## config.mk

```make
export PLATFORM = sky130hd
export DESIGN_NAME = cpu_core
export DESIGN_NICKNAME = d
export VERILOG_FILES = /design/src/common/cpu_pkg.sv /design/src/hdl/alu.sv /design/src/hdl/register_file.sv /design/src/hdl/bus_lanes.sv /design/src/control/control.sv /design/src/hdl/cpu_core.sv
export VERILOG_INCLUDE_DIRS = /design/src /design/src/common
export SDC_FILE = /design/constraint.sdc
export NUM_CORES = 2
export LEC_CHECK = 0
export BUFFER_PORTS_ARGS = -buffer_cell sky130_fd_sc_hd__buf_4
export CAP_MARGIN = 20
export CORE_ASPECT_RATIO = 0.8
export CORE_UTILIZATION = 55
export DETAILED_ROUTE_END_ITERATION = 7
export PLACE_DENSITY_LB_ADDON = 0.12
export REMOVE_ABC_BUFFERS = 1
export SKIP_LAST_GASP = 1
export SYNTH_ARGS = -nofsm -noshare
export SYNTH_HDL_FRONTEND = slang
export SYNTH_SLANG_ARGS = --single-unit
```

## constraint.sdc

```tcl
create_clock -name clk_i -period 38.1 [get_ports clk_i]
set_input_delay 5.715 -clock clk_i [delete_from_list [all_inputs] [get_ports clk_i]]
set_output_delay 5.715 -clock clk_i [all_outputs]
set_load 0.01 [all_outputs]
```

## src/common/cpu_macros.svh

```systemverilog
`ifndef CPU_MACROS_SVH
`define CPU_MACROS_SVH

// data and address width
`define CPU_WORD_W 32

// general purpose registers, r0 included
`define CPU_NREGS 16

// first fetch address
`define CPU_RESET_PC 32'h0000_0000

`endif

```

## src/common/cpu_pkg.sv

```systemverilog
`include "cpu_macros.svh"

package cpu_pkg;

  typedef logic [`CPU_WORD_W-1:0] word_t;
  typedef logic [$clog2(`CPU_NREGS)-1:0] reg_addr_t;
  typedef logic [3:0] opcode_t;     // ir[31:28]
  typedef logic [2:0] alu_func_t;
  typedef logic [1:0] mem_size_t;

  // datapath selects
  typedef logic [1:0] pc_sel_t;
  typedef logic mar_sel_t;
  typedef logic [1:0] mdr_sel_t;
  typedef logic [1:0] reg_sel_t;
  typedef logic alu1_sel_t;
  typedef logic alu2_sel_t;

  localparam opcode_t OP_ALU    = 4'd0;
  localparam opcode_t OP_CMP    = 4'd1;
  localparam opcode_t OP_ALUI   = 4'd2;
  localparam opcode_t OP_LUI    = 4'd3;
  localparam opcode_t OP_LOAD   = 4'd4;
  localparam opcode_t OP_STORE  = 4'd5;
  localparam opcode_t OP_BRANCH = 4'd6;
  localparam opcode_t OP_JUMP   = 4'd7; // anything above halts

  localparam alu_func_t ALU_ADD = 3'd0;
  localparam alu_func_t ALU_SUB = 3'd1;
  localparam alu_func_t ALU_AND = 3'd2;
  localparam alu_func_t ALU_OR  = 3'd3;
  localparam alu_func_t ALU_XOR = 3'd4;
  localparam alu_func_t ALU_SHL = 3'd5;
  localparam alu_func_t ALU_SHR = 3'd6;

  localparam mem_size_t SIZE_WORD = 2'd0;
  localparam mem_size_t SIZE_HALF = 2'd1;
  localparam mem_size_t SIZE_BYTE = 2'd2;

  // branch conditions, func field of opcode 6
  localparam logic [3:0] BR_ALWAYS = 4'd0;
  localparam logic [3:0] BR_EQ     = 4'd1;
  localparam logic [3:0] BR_NE     = 4'd2;
  localparam logic [3:0] BR_LT     = 4'd3;
  localparam logic [3:0] BR_GE     = 4'd4;
  localparam logic [3:0] BR_LTU    = 4'd5;

  localparam pc_sel_t   PC_HOLD    = 2'd0;
  localparam pc_sel_t   PC_INC     = 2'd1;
  localparam pc_sel_t   PC_ALU     = 2'd2;
  localparam mar_sel_t  MAR_HOLD   = 1'b0;
  localparam mar_sel_t  MAR_ALU    = 1'b1;
  localparam mdr_sel_t  MDR_HOLD   = 2'd0;
  localparam mdr_sel_t  MDR_LOAD   = 2'd1;
  localparam mdr_sel_t  MDR_REG2   = 2'd2;
  localparam reg_sel_t  REG_ALUVAL = 2'd0;
  localparam reg_sel_t  REG_MDR    = 2'd1;
  localparam reg_sel_t  REG_UVAL   = 2'd2;
  localparam alu1_sel_t ALU1_REG   = 1'b0;
  localparam alu1_sel_t ALU1_PC    = 1'b1;
  localparam alu2_sel_t ALU2_REG   = 1'b0;
  localparam alu2_sel_t ALU2_SVAL  = 1'b1;

  // condition codes
  typedef struct packed {
    logic carry; // unsigned borrow
    logic lt;    // signed less
    logic zero;
  } flags_t;

  typedef struct packed {
    pc_sel_t   pc_sel;
    mar_sel_t  mar_sel;
    mdr_sel_t  mdr_sel;
    reg_sel_t  reg_sel;
    alu1_sel_t alu1_sel;
    alu2_sel_t alu2_sel;
    alu_func_t alu_func;
    logic      ccr_write;
    logic      ir_write;
    logic      reg_write;
    logic      read2_from_rd;
    logic      addr_sel;
    mem_size_t mem_size;
  } ctrl_t;

  typedef enum logic [2:0] {
    FETCH,
    DECODE,
    EXEC,
    MEM,
    WB,
    HALT
  } ctrl_state_e;

endpackage

```

## src/hdl/alu.sv

```systemverilog
`include "cpu_macros.svh"

module alu import cpu_pkg::*; (
  input  word_t     in1_i,
  input  word_t     in2_i,
  input  alu_func_t func_i,
  output word_t     out_o,
  output flags_t    flags_o
);

  localparam int MSB = `CPU_WORD_W - 1;
  localparam int SHW = $clog2(`CPU_WORD_W);

  word_t sum;
  logic [`CPU_WORD_W:0] diff;
  logic overflow;
  logic negative;

  assign sum  = in1_i + in2_i;
  assign diff = {1'b0, in1_i} - {1'b0, in2_i};

  always_comb begin
    overflow = 1'b0;
    case (func_i)
      ALU_ADD: begin
        out_o = sum;
        overflow = (in1_i[MSB] == in2_i[MSB]) && (sum[MSB] != in1_i[MSB]);
      end
      ALU_SUB: begin
        out_o = diff[MSB:0];
        overflow = (in1_i[MSB] != in2_i[MSB]) && (diff[MSB] != in1_i[MSB]);
      end
      ALU_AND: out_o = in1_i & in2_i;
      ALU_OR:  out_o = in1_i | in2_i;
      ALU_XOR: out_o = in1_i ^ in2_i;
      ALU_SHL: out_o = in1_i << in2_i[SHW-1:0];
      ALU_SHR: out_o = in1_i >> in2_i[SHW-1:0]; // logical
      default: out_o = '0;
    endcase
  end

  assign negative = out_o[MSB];

  assign flags_o.carry = diff[`CPU_WORD_W]; // borrow out of in1 - in2
  assign flags_o.lt    = negative ^ overflow;
  assign flags_o.zero  = (out_o == '0);

endmodule

```

## src/hdl/register_file.sv

```systemverilog
`include "cpu_macros.svh"

module register_file import cpu_pkg::*; (
  input  logic      clk_i,
  input  logic      rst_i,
  input  logic      write_i,
  input  reg_addr_t read1_i,
  input  reg_addr_t read2_i,
  input  reg_addr_t write_addr_i,
  input  word_t     write_data_i,
  output word_t     data1_o,
  output word_t     data2_o
);

  word_t regs [`CPU_NREGS];

  always_ff @(posedge clk_i or posedge rst_i) begin
    if (rst_i) begin
      for (int i = 0; i < `CPU_NREGS; i++) begin
        regs[i] <= '0;
      end
    end else if (write_i && write_addr_i != '0) begin // r0 stays zero
      regs[write_addr_i] <= write_data_i;
    end
  end

  assign data1_o = (read1_i == '0) ? '0 : regs[read1_i];
  assign data2_o = (read2_i == '0) ? '0 : regs[read2_i];

  // a write to an unknown index would corrupt the whole file in simulation
  write_addr_known: assert property (@(posedge clk_i) disable iff (rst_i)
    write_i |-> !$isunknown(write_addr_i));

endmodule

```

## src/hdl/bus_lanes.sv

```systemverilog
module bus_lanes import cpu_pkg::*; (
  input  mem_size_t  size_i,
  input  logic [1:0] addr_low_i,
  input  word_t      store_i,
  input  word_t      readdata_i,
  input  logic       cyc_i,      // only checked by the alignment assertion
  output logic [3:0] byteenable_o,
  output word_t      writedata_o,
  output word_t      load_o
);

  logic [4:0] lane_shift;

  assign lane_shift = {addr_low_i, 3'b000};

  always_comb begin
    case (size_i)
      SIZE_WORD: begin
        byteenable_o = 4'b1111;
        writedata_o  = store_i;
        load_o       = readdata_i;
      end
      SIZE_HALF: begin
        if (addr_low_i[1]) begin // upper half
          byteenable_o = 4'b1100;
          writedata_o  = {store_i[15:0], 16'h0000};
          load_o       = {16'h0000, readdata_i[31:16]};
        end else begin
          byteenable_o = 4'b0011;
          writedata_o  = {16'h0000, store_i[15:0]};
          load_o       = {16'h0000, readdata_i[15:0]};
        end
      end
      SIZE_BYTE: begin
        byteenable_o = 4'b0001 << addr_low_i;
        writedata_o  = {24'h000000, store_i[7:0]} << lane_shift;
        load_o       = {24'h000000, 8'(readdata_i >> lane_shift)};
      end
      default: begin // no lanes for the unused size code
        byteenable_o = 4'b0000;
        writedata_o  = store_i;
        load_o       = readdata_i;
      end
    endcase
  end

  always_comb begin
    if (cyc_i) begin
      aligned: assert final ((size_i != SIZE_WORD || addr_low_i == 2'b00) &&
                             (size_i != SIZE_HALF || !addr_low_i[0]))
        else $error("misaligned bus access, size %0d addr low %b", size_i, addr_low_i);
    end
  end

endmodule

```

## src/control/control.sv

```systemverilog
module control import cpu_pkg::*; (
  input  logic   clk_i,
  input  logic   rst_i,
  input  logic   ack_i,
  input  word_t  ir_i,
  input  flags_t ccr_i,
  output ctrl_t  ctrl_o,
  output logic   cyc_o,
  output logic   we_o,
  output logic   halt_o
);

  ctrl_state_e state_q;
  ctrl_state_e state_d;
  opcode_t     opcode;
  logic [3:0]  func;
  logic        bus_done;
  logic        taken;

  assign opcode   = ir_i[31:28];
  assign func     = ir_i[27:24];
  assign bus_done = cyc_o & ack_i; // ack only counts inside a cycle

  always_comb begin
    case (func)
      BR_ALWAYS: taken = 1'b1;
      BR_EQ:     taken = ccr_i.zero;
      BR_NE:     taken = !ccr_i.zero;
      BR_LT:     taken = ccr_i.lt;
      BR_GE:     taken = !ccr_i.lt;
      BR_LTU:    taken = ccr_i.carry;
      default:   taken = 1'b0;
    endcase
  end

  always_comb begin
    ctrl_o = '0; // hold everything, alu adds, word size
    ctrl_o.read2_from_rd = (opcode == OP_STORE); // store data comes from rd
    state_d = state_q;
    case (state_q)
      FETCH: begin
        if (bus_done) begin
          ctrl_o.ir_write = 1'b1;
          ctrl_o.pc_sel = PC_INC;
          state_d = DECODE;
        end
      end
      DECODE: state_d = (opcode > OP_JUMP) ? HALT : EXEC;
      EXEC: begin
        state_d = FETCH;
        case (opcode)
          OP_ALU: begin
            ctrl_o.alu_func = func[2:0];
            state_d = WB;
          end
          OP_CMP: begin
            ctrl_o.alu_func = ALU_SUB;
            ctrl_o.ccr_write = 1'b1;
          end
          OP_ALUI: begin
            ctrl_o.alu_func = func[2:0];
            ctrl_o.alu2_sel = ALU2_SVAL;
            state_d = WB;
          end
          OP_LUI: state_d = WB;
          OP_LOAD, OP_STORE: begin
            ctrl_o.alu2_sel = ALU2_SVAL; // rs1 + sval
            ctrl_o.mar_sel = MAR_ALU;
            ctrl_o.mdr_sel = (opcode == OP_STORE) ? MDR_REG2 : MDR_HOLD;
            state_d = MEM;
          end
          OP_BRANCH: begin
            ctrl_o.alu1_sel = ALU1_PC; // pc already past the branch
            ctrl_o.alu2_sel = ALU2_SVAL;
            if (taken) ctrl_o.pc_sel = PC_ALU;
          end
          OP_JUMP: begin
            ctrl_o.alu2_sel = ALU2_SVAL;
            ctrl_o.pc_sel = PC_ALU;
          end
          default: state_d = HALT;
        endcase
      end
      MEM: begin
        ctrl_o.addr_sel = 1'b1;
        ctrl_o.mem_size = func[1:0];
        if (bus_done) begin
          if (opcode == OP_LOAD) begin
            ctrl_o.mdr_sel = MDR_LOAD;
            state_d = WB;
          end else begin
            state_d = FETCH;
          end
        end
      end
      WB: begin
        ctrl_o.reg_write = 1'b1;
        case (opcode)
          OP_LUI:  ctrl_o.reg_sel = REG_UVAL;
          OP_LOAD: ctrl_o.reg_sel = REG_MDR;
          default: ctrl_o.reg_sel = REG_ALUVAL;
        endcase
        state_d = FETCH;
      end
      default: state_d = HALT; // HALT is terminal
    endcase
  end

  // bus strobes registered from the next state
  always_ff @(posedge clk_i or posedge rst_i) begin
    if (rst_i) begin
      state_q <= FETCH;
      cyc_o   <= 1'b0;
      we_o    <= 1'b0;
      halt_o  <= 1'b0;
    end else begin
      state_q <= state_d;
      cyc_o   <= (state_d == FETCH) || (state_d == MEM);
      we_o    <= (state_d == MEM) && (opcode == OP_STORE);
      halt_o  <= (state_d == HALT);
    end
  end

  // halt is never left and the bus stays idle
  no_cyc_in_halt: assert property (@(posedge clk_i) disable iff (rst_i)
    state_q == HALT |=> state_q == HALT && !cyc_o);

  // a write stays inside its cycle until the ack
  we_inside_cyc: assert property (@(posedge clk_i) disable iff (rst_i)
    we_o && !ack_i |=> we_o && cyc_o);

endmodule

```

## src/hdl/cpu_core.sv

```systemverilog
`include "cpu_macros.svh"

module cpu_core import cpu_pkg::*; (
  input  logic       clk_i,
  input  logic       rst_i,
  input  logic       ack_i,
  input  word_t      readdata_i,
  output word_t      address_o,
  output word_t      writedata_o,
  output logic [3:0] byteenable_o,
  output logic       cyc_o,
  output logic       we_o,
  output logic       halt_o
);

  ctrl_t ctrl;

  // special registers
  word_t  pc_q;
  word_t  ir_q;
  word_t  mar_q;
  word_t  mdr_q;
  word_t  aluval_q;
  flags_t ccr_q;

  word_t     sval;
  word_t     uval;
  reg_addr_t rd;
  reg_addr_t rs1;
  reg_addr_t rs2;
  reg_addr_t read2_addr;
  word_t     data1;
  word_t     data2;
  word_t     reg_wdata;
  word_t     alu_in1;
  word_t     alu_in2;
  word_t     alu_out;
  flags_t    alu_flags;
  word_t     load_data;

  // immediate is split around rd/rs1
  assign sval = {{16{ir_q[23]}}, ir_q[23:20], ir_q[11:0]};
  assign uval = {16'h0000, ir_q[23:20], ir_q[11:0]};
  assign rd   = ir_q[19:16];
  assign rs1  = ir_q[15:12];
  assign rs2  = ir_q[11:8];

  assign read2_addr = ctrl.read2_from_rd ? rd : rs2;
  assign address_o  = ctrl.addr_sel ? mar_q : pc_q;

  always_comb begin
    case (ctrl.reg_sel)
      REG_MDR:  reg_wdata = mdr_q;
      REG_UVAL: reg_wdata = uval;
      default:  reg_wdata = aluval_q;
    endcase
    alu_in1 = (ctrl.alu1_sel == ALU1_PC) ? pc_q : data1;
    alu_in2 = (ctrl.alu2_sel == ALU2_SVAL) ? sval : data2;
  end

  always_ff @(posedge clk_i or posedge rst_i) begin
    if (rst_i) begin
      pc_q     <= `CPU_RESET_PC;
      ir_q     <= '0;
      mar_q    <= '0;
      mdr_q    <= '0;
      aluval_q <= '0;
      ccr_q    <= '0;
    end else begin
      case (ctrl.pc_sel)
        PC_INC:  pc_q <= pc_q + word_t'(4);
        PC_ALU:  pc_q <= alu_out; // branch or jump target
        default: pc_q <= pc_q;
      endcase
      if (ctrl.ir_write) ir_q <= readdata_i;
      if (ctrl.mar_sel == MAR_ALU) mar_q <= alu_out;
      case (ctrl.mdr_sel)
        MDR_LOAD: mdr_q <= load_data; // already lane aligned
        MDR_REG2: mdr_q <= data2;
        default:  mdr_q <= mdr_q;
      endcase
      aluval_q <= alu_out;
      if (ctrl.ccr_write) ccr_q <= alu_flags;
    end
  end

  control u_control (
    .clk_i  (clk_i),
    .rst_i  (rst_i),
    .ack_i  (ack_i),
    .ir_i   (ir_q),
    .ccr_i  (ccr_q),
    .ctrl_o (ctrl),
    .cyc_o  (cyc_o),
    .we_o   (we_o),
    .halt_o (halt_o)
  );

  alu u_alu (
    .in1_i   (alu_in1),
    .in2_i   (alu_in2),
    .func_i  (ctrl.alu_func),
    .out_o   (alu_out),
    .flags_o (alu_flags)
  );

  register_file u_register_file (
    .clk_i        (clk_i),
    .rst_i        (rst_i),
    .write_i      (ctrl.reg_write),
    .read1_i      (rs1),
    .read2_i      (read2_addr),
    .write_addr_i (rd),
    .write_data_i (reg_wdata),
    .data1_o      (data1),
    .data2_o      (data2)
  );

  bus_lanes u_bus_lanes (
    .size_i       (ctrl.mem_size),
    .addr_low_i   (address_o[1:0]),
    .store_i      (mdr_q),
    .readdata_i   (readdata_i),
    .cyc_i        (cyc_o),
    .byteenable_o (byteenable_o),
    .writedata_o  (writedata_o),
    .load_o       (load_data)
  );

endmodule

```

* Word level (Yosys, flattened, before mapping) *
Index checks and enable logic that the tools add are counted.

word-level totals
  word-level logic and storage cells = 164
  register bits = 681
  output and inout bits = 71
  input bits = 35

cells by class
  order comparisons = 5
  shift-type cells = 5
  bitwise operators = 8
  add/subtract/negate cells = 3
  reduce and logical (&&, ||, !) cells = 25
  equality and inequality tests = 36
  muxes and demuxes = 54

operators by type and width
  cell                     number
  $bwmux W512              1
  $mux W32                 11
  $pmux W32 S2             5
  $bmux W32 S4             2
  $pmux W32 S7             1
  $demux W32 S4            1
  $sub A32 B32 Y33         1
  $add A32 B3 Y32 const B  1
  $add A32 B32 Y32         1
  $and A32 B32 Y32         1
  $logic_not A32 Y1        1
  $or A32 B32 Y32          1
  $shl A32 B5 Y32          1
  $shl A8 B5 Y32           1
  $shr A32 B5 Y32          1
  $shr A32 B5 Y8           1
  $xor A32 B32 Y32         1
  $eq A4 B3 Y1 const B     6
  $mux W3                  6
  $eq A4 B2 Y1 const B     4
  $logic_not A4 Y1         4
  $mux W16                 1
  $pmux W2 S2              4
  $eq A3 B2 Y1 const B     5
  34 further kinds         74

* Depth between registers and ports, before layout *
  depth after elaboration = 13
  mapped depth = 35
  mapped depth without buffers = 27

* Modules after synthesis *
From an unflattened synthesis, not the netlist that was laid out.

unflattened totals
  cells, all modules = 4209
  area, all modules = 45493.6 µm²

by module, submodules not included
  module         area each (µm²)  times used  cells each  seq. area each (µm²)
  register_file  25229.2          1           1826        12011.5
  alu            10065.9          1           1344        0.0
  cpu_core       8594.5           1           828         4078.9
  bus_lanes      974.7            1           133         0.0
  control        629.4            1           78          150.1

* Least setup slack after synthesis *
Ideal clock, no wire load.

  kind = flip-flop to output port
  start point = register u_control.state_q[1]
  end point = output port writedata_o[24]
  arrival = 2.551 ns
  stages on the path, launching flop included = 10
  path slack = 29.834 ns
  buffers on the path = 3
  required time = 32.385 ns
  path through = dfrtp_1 -> clkbuf_1 -> nand2_1 -> nor2_1 -> mux2i_1 -> inv_1 -> and3_1 -> clkbuf_1 -> clkbuf_1 -> a221o_1

between the ends
  word-level cells in the longest chain between the ends = 5
  elaborated cells on any way between the ends = 8
  those cells by class = eq/ne: 3; shift: 1; mux: 4

ends and longest elaborated chain
  item                                        RTL line                          source
  start: declaration                          control.sv:13                     ctrl_state_e state_q;
  start signal: assignment                    control.sv:117                    state_q <= state_d;
  $eq A3 B2 Y1 (*)                            control.sv:40                     case (state_q)
  $mux W3 (*)                                 control.sv:40
  $mux W32                                    cpu_core.sv:49                    assign address_o = ctrl.addr_sel ? mar_q : pc_q;
  $shl A8 B5 Y32 or $mux W32 (tied branches)  bus_lanes.sv:36, bus_lanes.sv:24
  $pmux W32 S2 (*)                            bus_lanes.sv:17                   case (size_i)
  end: declaration                            cpu_core.sv:9                     output word_t writedata_o,

Every way passes the cells marked *; elsewhere a longest branch is shown, timed or not.

* Final worst setup path *
  start point = register u_control.state_q[1]
  end point = output port writedata_o[14]

The elaborated chain is that of the path after synthesis.

==> out/metrics.yaml <==
gp_congestion: 1.09
critical_path_required_ns: 32.38
skew_ns: 0.0472
clkTransAtPathRegs_ns: 0.06
synth_cells: 5413
clk-insertion-delay-late_ns: 0.66
holdCritPathClass: "reg -> reg"
synth_area_leaders: "dfrtp_1 (38%), nand2_1 (10%), o21ai_0 (6.8%)"
fin_crit_ns: 10.58
initial_core_util: 0.557
crit_path_start_kind: "flip-flop"
synth_top_area_cell: "dfrtp_1"
tightest_slew_ns: 1.40
root_buffer: "clkbuf_16"
num-nets-final: 5392
synth-warning-count: 0
numCtsBuffers: 72
rrSetupSlack_ns: 28.67
grt_usage: 0.469
grt_pass1_wl_microns: 285000
core_area_sq_mm: 0.0808
fin_ws_ns: 27.52
io_buffer_count: 105
cellPowerDensity_mw_per_mm2: 30.1
ys.flop_type: "dfrtp_1"
path_class: "reg -> out"
wl_per_cell_microns: 30.7
num_vias: 44270
final_common_cell: "nand2_1"
synth_edf_count: 0
grt_max_degree: 94
area_growth_pct: 8.64
drtAntennaViolNets: 0
dp_hpwl_microns: 135000
post-cts-setup-buffers: 0
cts-resized-gates: 0
crit_arrival_ns: 4.87
grt_pass1_vias: 40498
hold_viol_final: 0
drv_slew: 0
routed_wirelength_microns: 197000
fp-row-count: 93
setup_viol: 0
cts-hold-fix-buffers: 0
ys_ff_latch: 681
violations: "design-rule violations"
cp_max_fo: 36
drt-initial-drc-count: 7443
syn_area_sq_mm: 0.0450
clk_path_buf_depth: 3
relSlewSlack: 0.0541
final_cell_mix: "nand2_1 (1,197), dfrtp_1 (678), o21ai_0 (613)"
status: "complete, but fails checks"
cts_tree: "done"
finalCritPeriodShare: 0.278
antenna_found_initial: 8
synth_cell_types: 98
syn_area_per_cell_sq_um: 8.31
h-tree-depth: 3
vdd_drop_max_uv: 41.6
async_reset_ff_frac: 1.00
cts_sinks: 681
drc: 3
grt_setup_unrepaired: "no"
die_w_microns: 322
drt-pass1-iter-count: 8
p_leak_nw: 20.7
via_per_inst: 6.91
clock.fmax_ghz: 0.0945
maxCapViolCount: 0
synth.yosys.seq_area_share: 0.379
dp_slack_ns: 28.26
synth_top_area_frac: 0.379
num-fill-cells: 7299
dieArea_sq_mm: 0.0830
grt_overflow: 0
setup_tns_ns: 0
cp-end-kind: "output pin"
ioPinCount: 106
die_h_microns: 258
drive_above_1_share: 0.123
## final cells by class
type                       count  area, sq um  area share
timing repair buffer         249         1950      0.0398
inverter                     140          541      0.0111
sequential                   681        17100       0.349
clock inverter                31          347     0.00709
tap                         1092         1370      0.0280
multi-input combinational   4105        25600       0.523
clock buffer                  99         2040      0.0418
antenna                       11         27.5    0.000563
## cell usage after synthesis, types with 13 or more instances
library cell and number:
a211o_1 18, a211oi_1 68, a21o_1 41, a21oi_1 330, a221oi_1 27, a22oi_1 93
a311oi_1 34, a31oi_1 28, and2_1 22, and3_1 40, buf_1 36, buf_2 42
buf_6 22, clkbuf_1 375, dfrtp_1 681, ha_1 106, inv_1 132, mux2_2 54
mux2i_1 188, mux4_2 131, nand2_1 1209, nand2b_1 18, nand3_1 283, nor2_1 326
nor2b_1 29, nor3_1 63, nor4_1 20, o211ai_1 14, o21a_1 13, o21ai_0 614
o22a_1 27, o22ai_1 36, o31ai_1 16, or3_1 13, xnor2_1 22
## report_power, final
group | internal, W | switching (W) | leakage [nW]
registers | 0.000723 | 0 | 9.43
clock network | 0.000402 | 0.000321 | 1.17
logic | 0.00000453 | 0.0000217 | 10.1
## per-stage QoR
stage | util | hold slack [ns] | area (sq um) | cells | total power (W)
after floorplan | - | 0.349 | 42900 | 4926 | 0.000750
after global placement | 0.573 | 0.361 | 46300 | 6250 | 0.000761
after CTS | 0.603 | 0.377 | 48700 | 6383 | 0.00147
after global routing | 0.605 | 0.382 | 48900 | 6397 | 0.00150
after detailed placement | 0.573 | 0.363 | 46300 | 6253 | 0.000761
final | 0.605 | 0.375 | 48900 | 6408 | 0.00147
## cell families (layout without fill, tap and decap cells)
kind of cell	Yosys count	in the layout	share of synthesized area
AO/OA/AOI/OAI	1509	1509	0.207
multiplexers	383	383	0.124
XOR/XNOR	31	31	0.00603
AND/OR/NAND/NOR	2074	2074	0.196
flip-flops	681	681	0.379
other	0	11	0
adder cells (fa/ha/maj)	108	108	0.0304
buffers and inverters	627	519	0.0583
## worst max-delay path, cell delays in order, from the launching register on
cell and delay [ns]:
dfrtp_1 0.57, nand2_1 0.17, nor2_4 0.10, buf_4 0.49, nand2_1 0.20, ha_1 1.04
nand3_1 0.19, nor2_1 0.89, a22o_1 0.39, buf_4 0.16
## state kept, by name, indices dropped and copies added, names as in the netlist
| name | count |
|---|---|
| u_register_file.regs | 512 |
| aluval_q | 32 |
| ir_q | 32 |
| mar_q | 32 |
| mdr_q | 32 |
| pc_q | 32 |
| ccr_q | 3 |
| u_control.state_q | 3 |
| u_control.cyc_o | 1 |
| u_control.halt_o | 1 |
| u_control.we_o | 1 |
## layer usage
layer / vias up / wire length, microns / part of all wire / track usage
li1: 18833 / - / - / -
met2: 3383 / 76000 / 0.39 / 0.613
met3: 511 / 32000 / 0.16 / 0.210
met5: - / 260 / 0.0013 / 0.0154
met4: 10 / 9340 / 0.048 / 0.195
met1: 21533 / 78900 / 0.40 / 0.665
## path summary, 6_finish.rpt
| path | from | endpoint | cells past startpoint |
|---|---|---|---|
| setup / recovery | u_control.state_q[1] | writedata_o[14] | 9 |
| max in group asynchronous | rst_i | u_register_file.regs[198] | 4 |
| hold / removal | u_register_file.regs[493] | u_register_file.regs[493] | 0 |
| min in group asynchronous | rst_i | u_register_file.regs[144] | 2 |
| hold reg to reg | u_register_file.regs[493] | u_register_file.regs[493] | 0 |
| setup reg to reg | ir_q[28] | ccr_q[0] | 27 |
No activity file was read; power rests on OpenSTA's default activity.
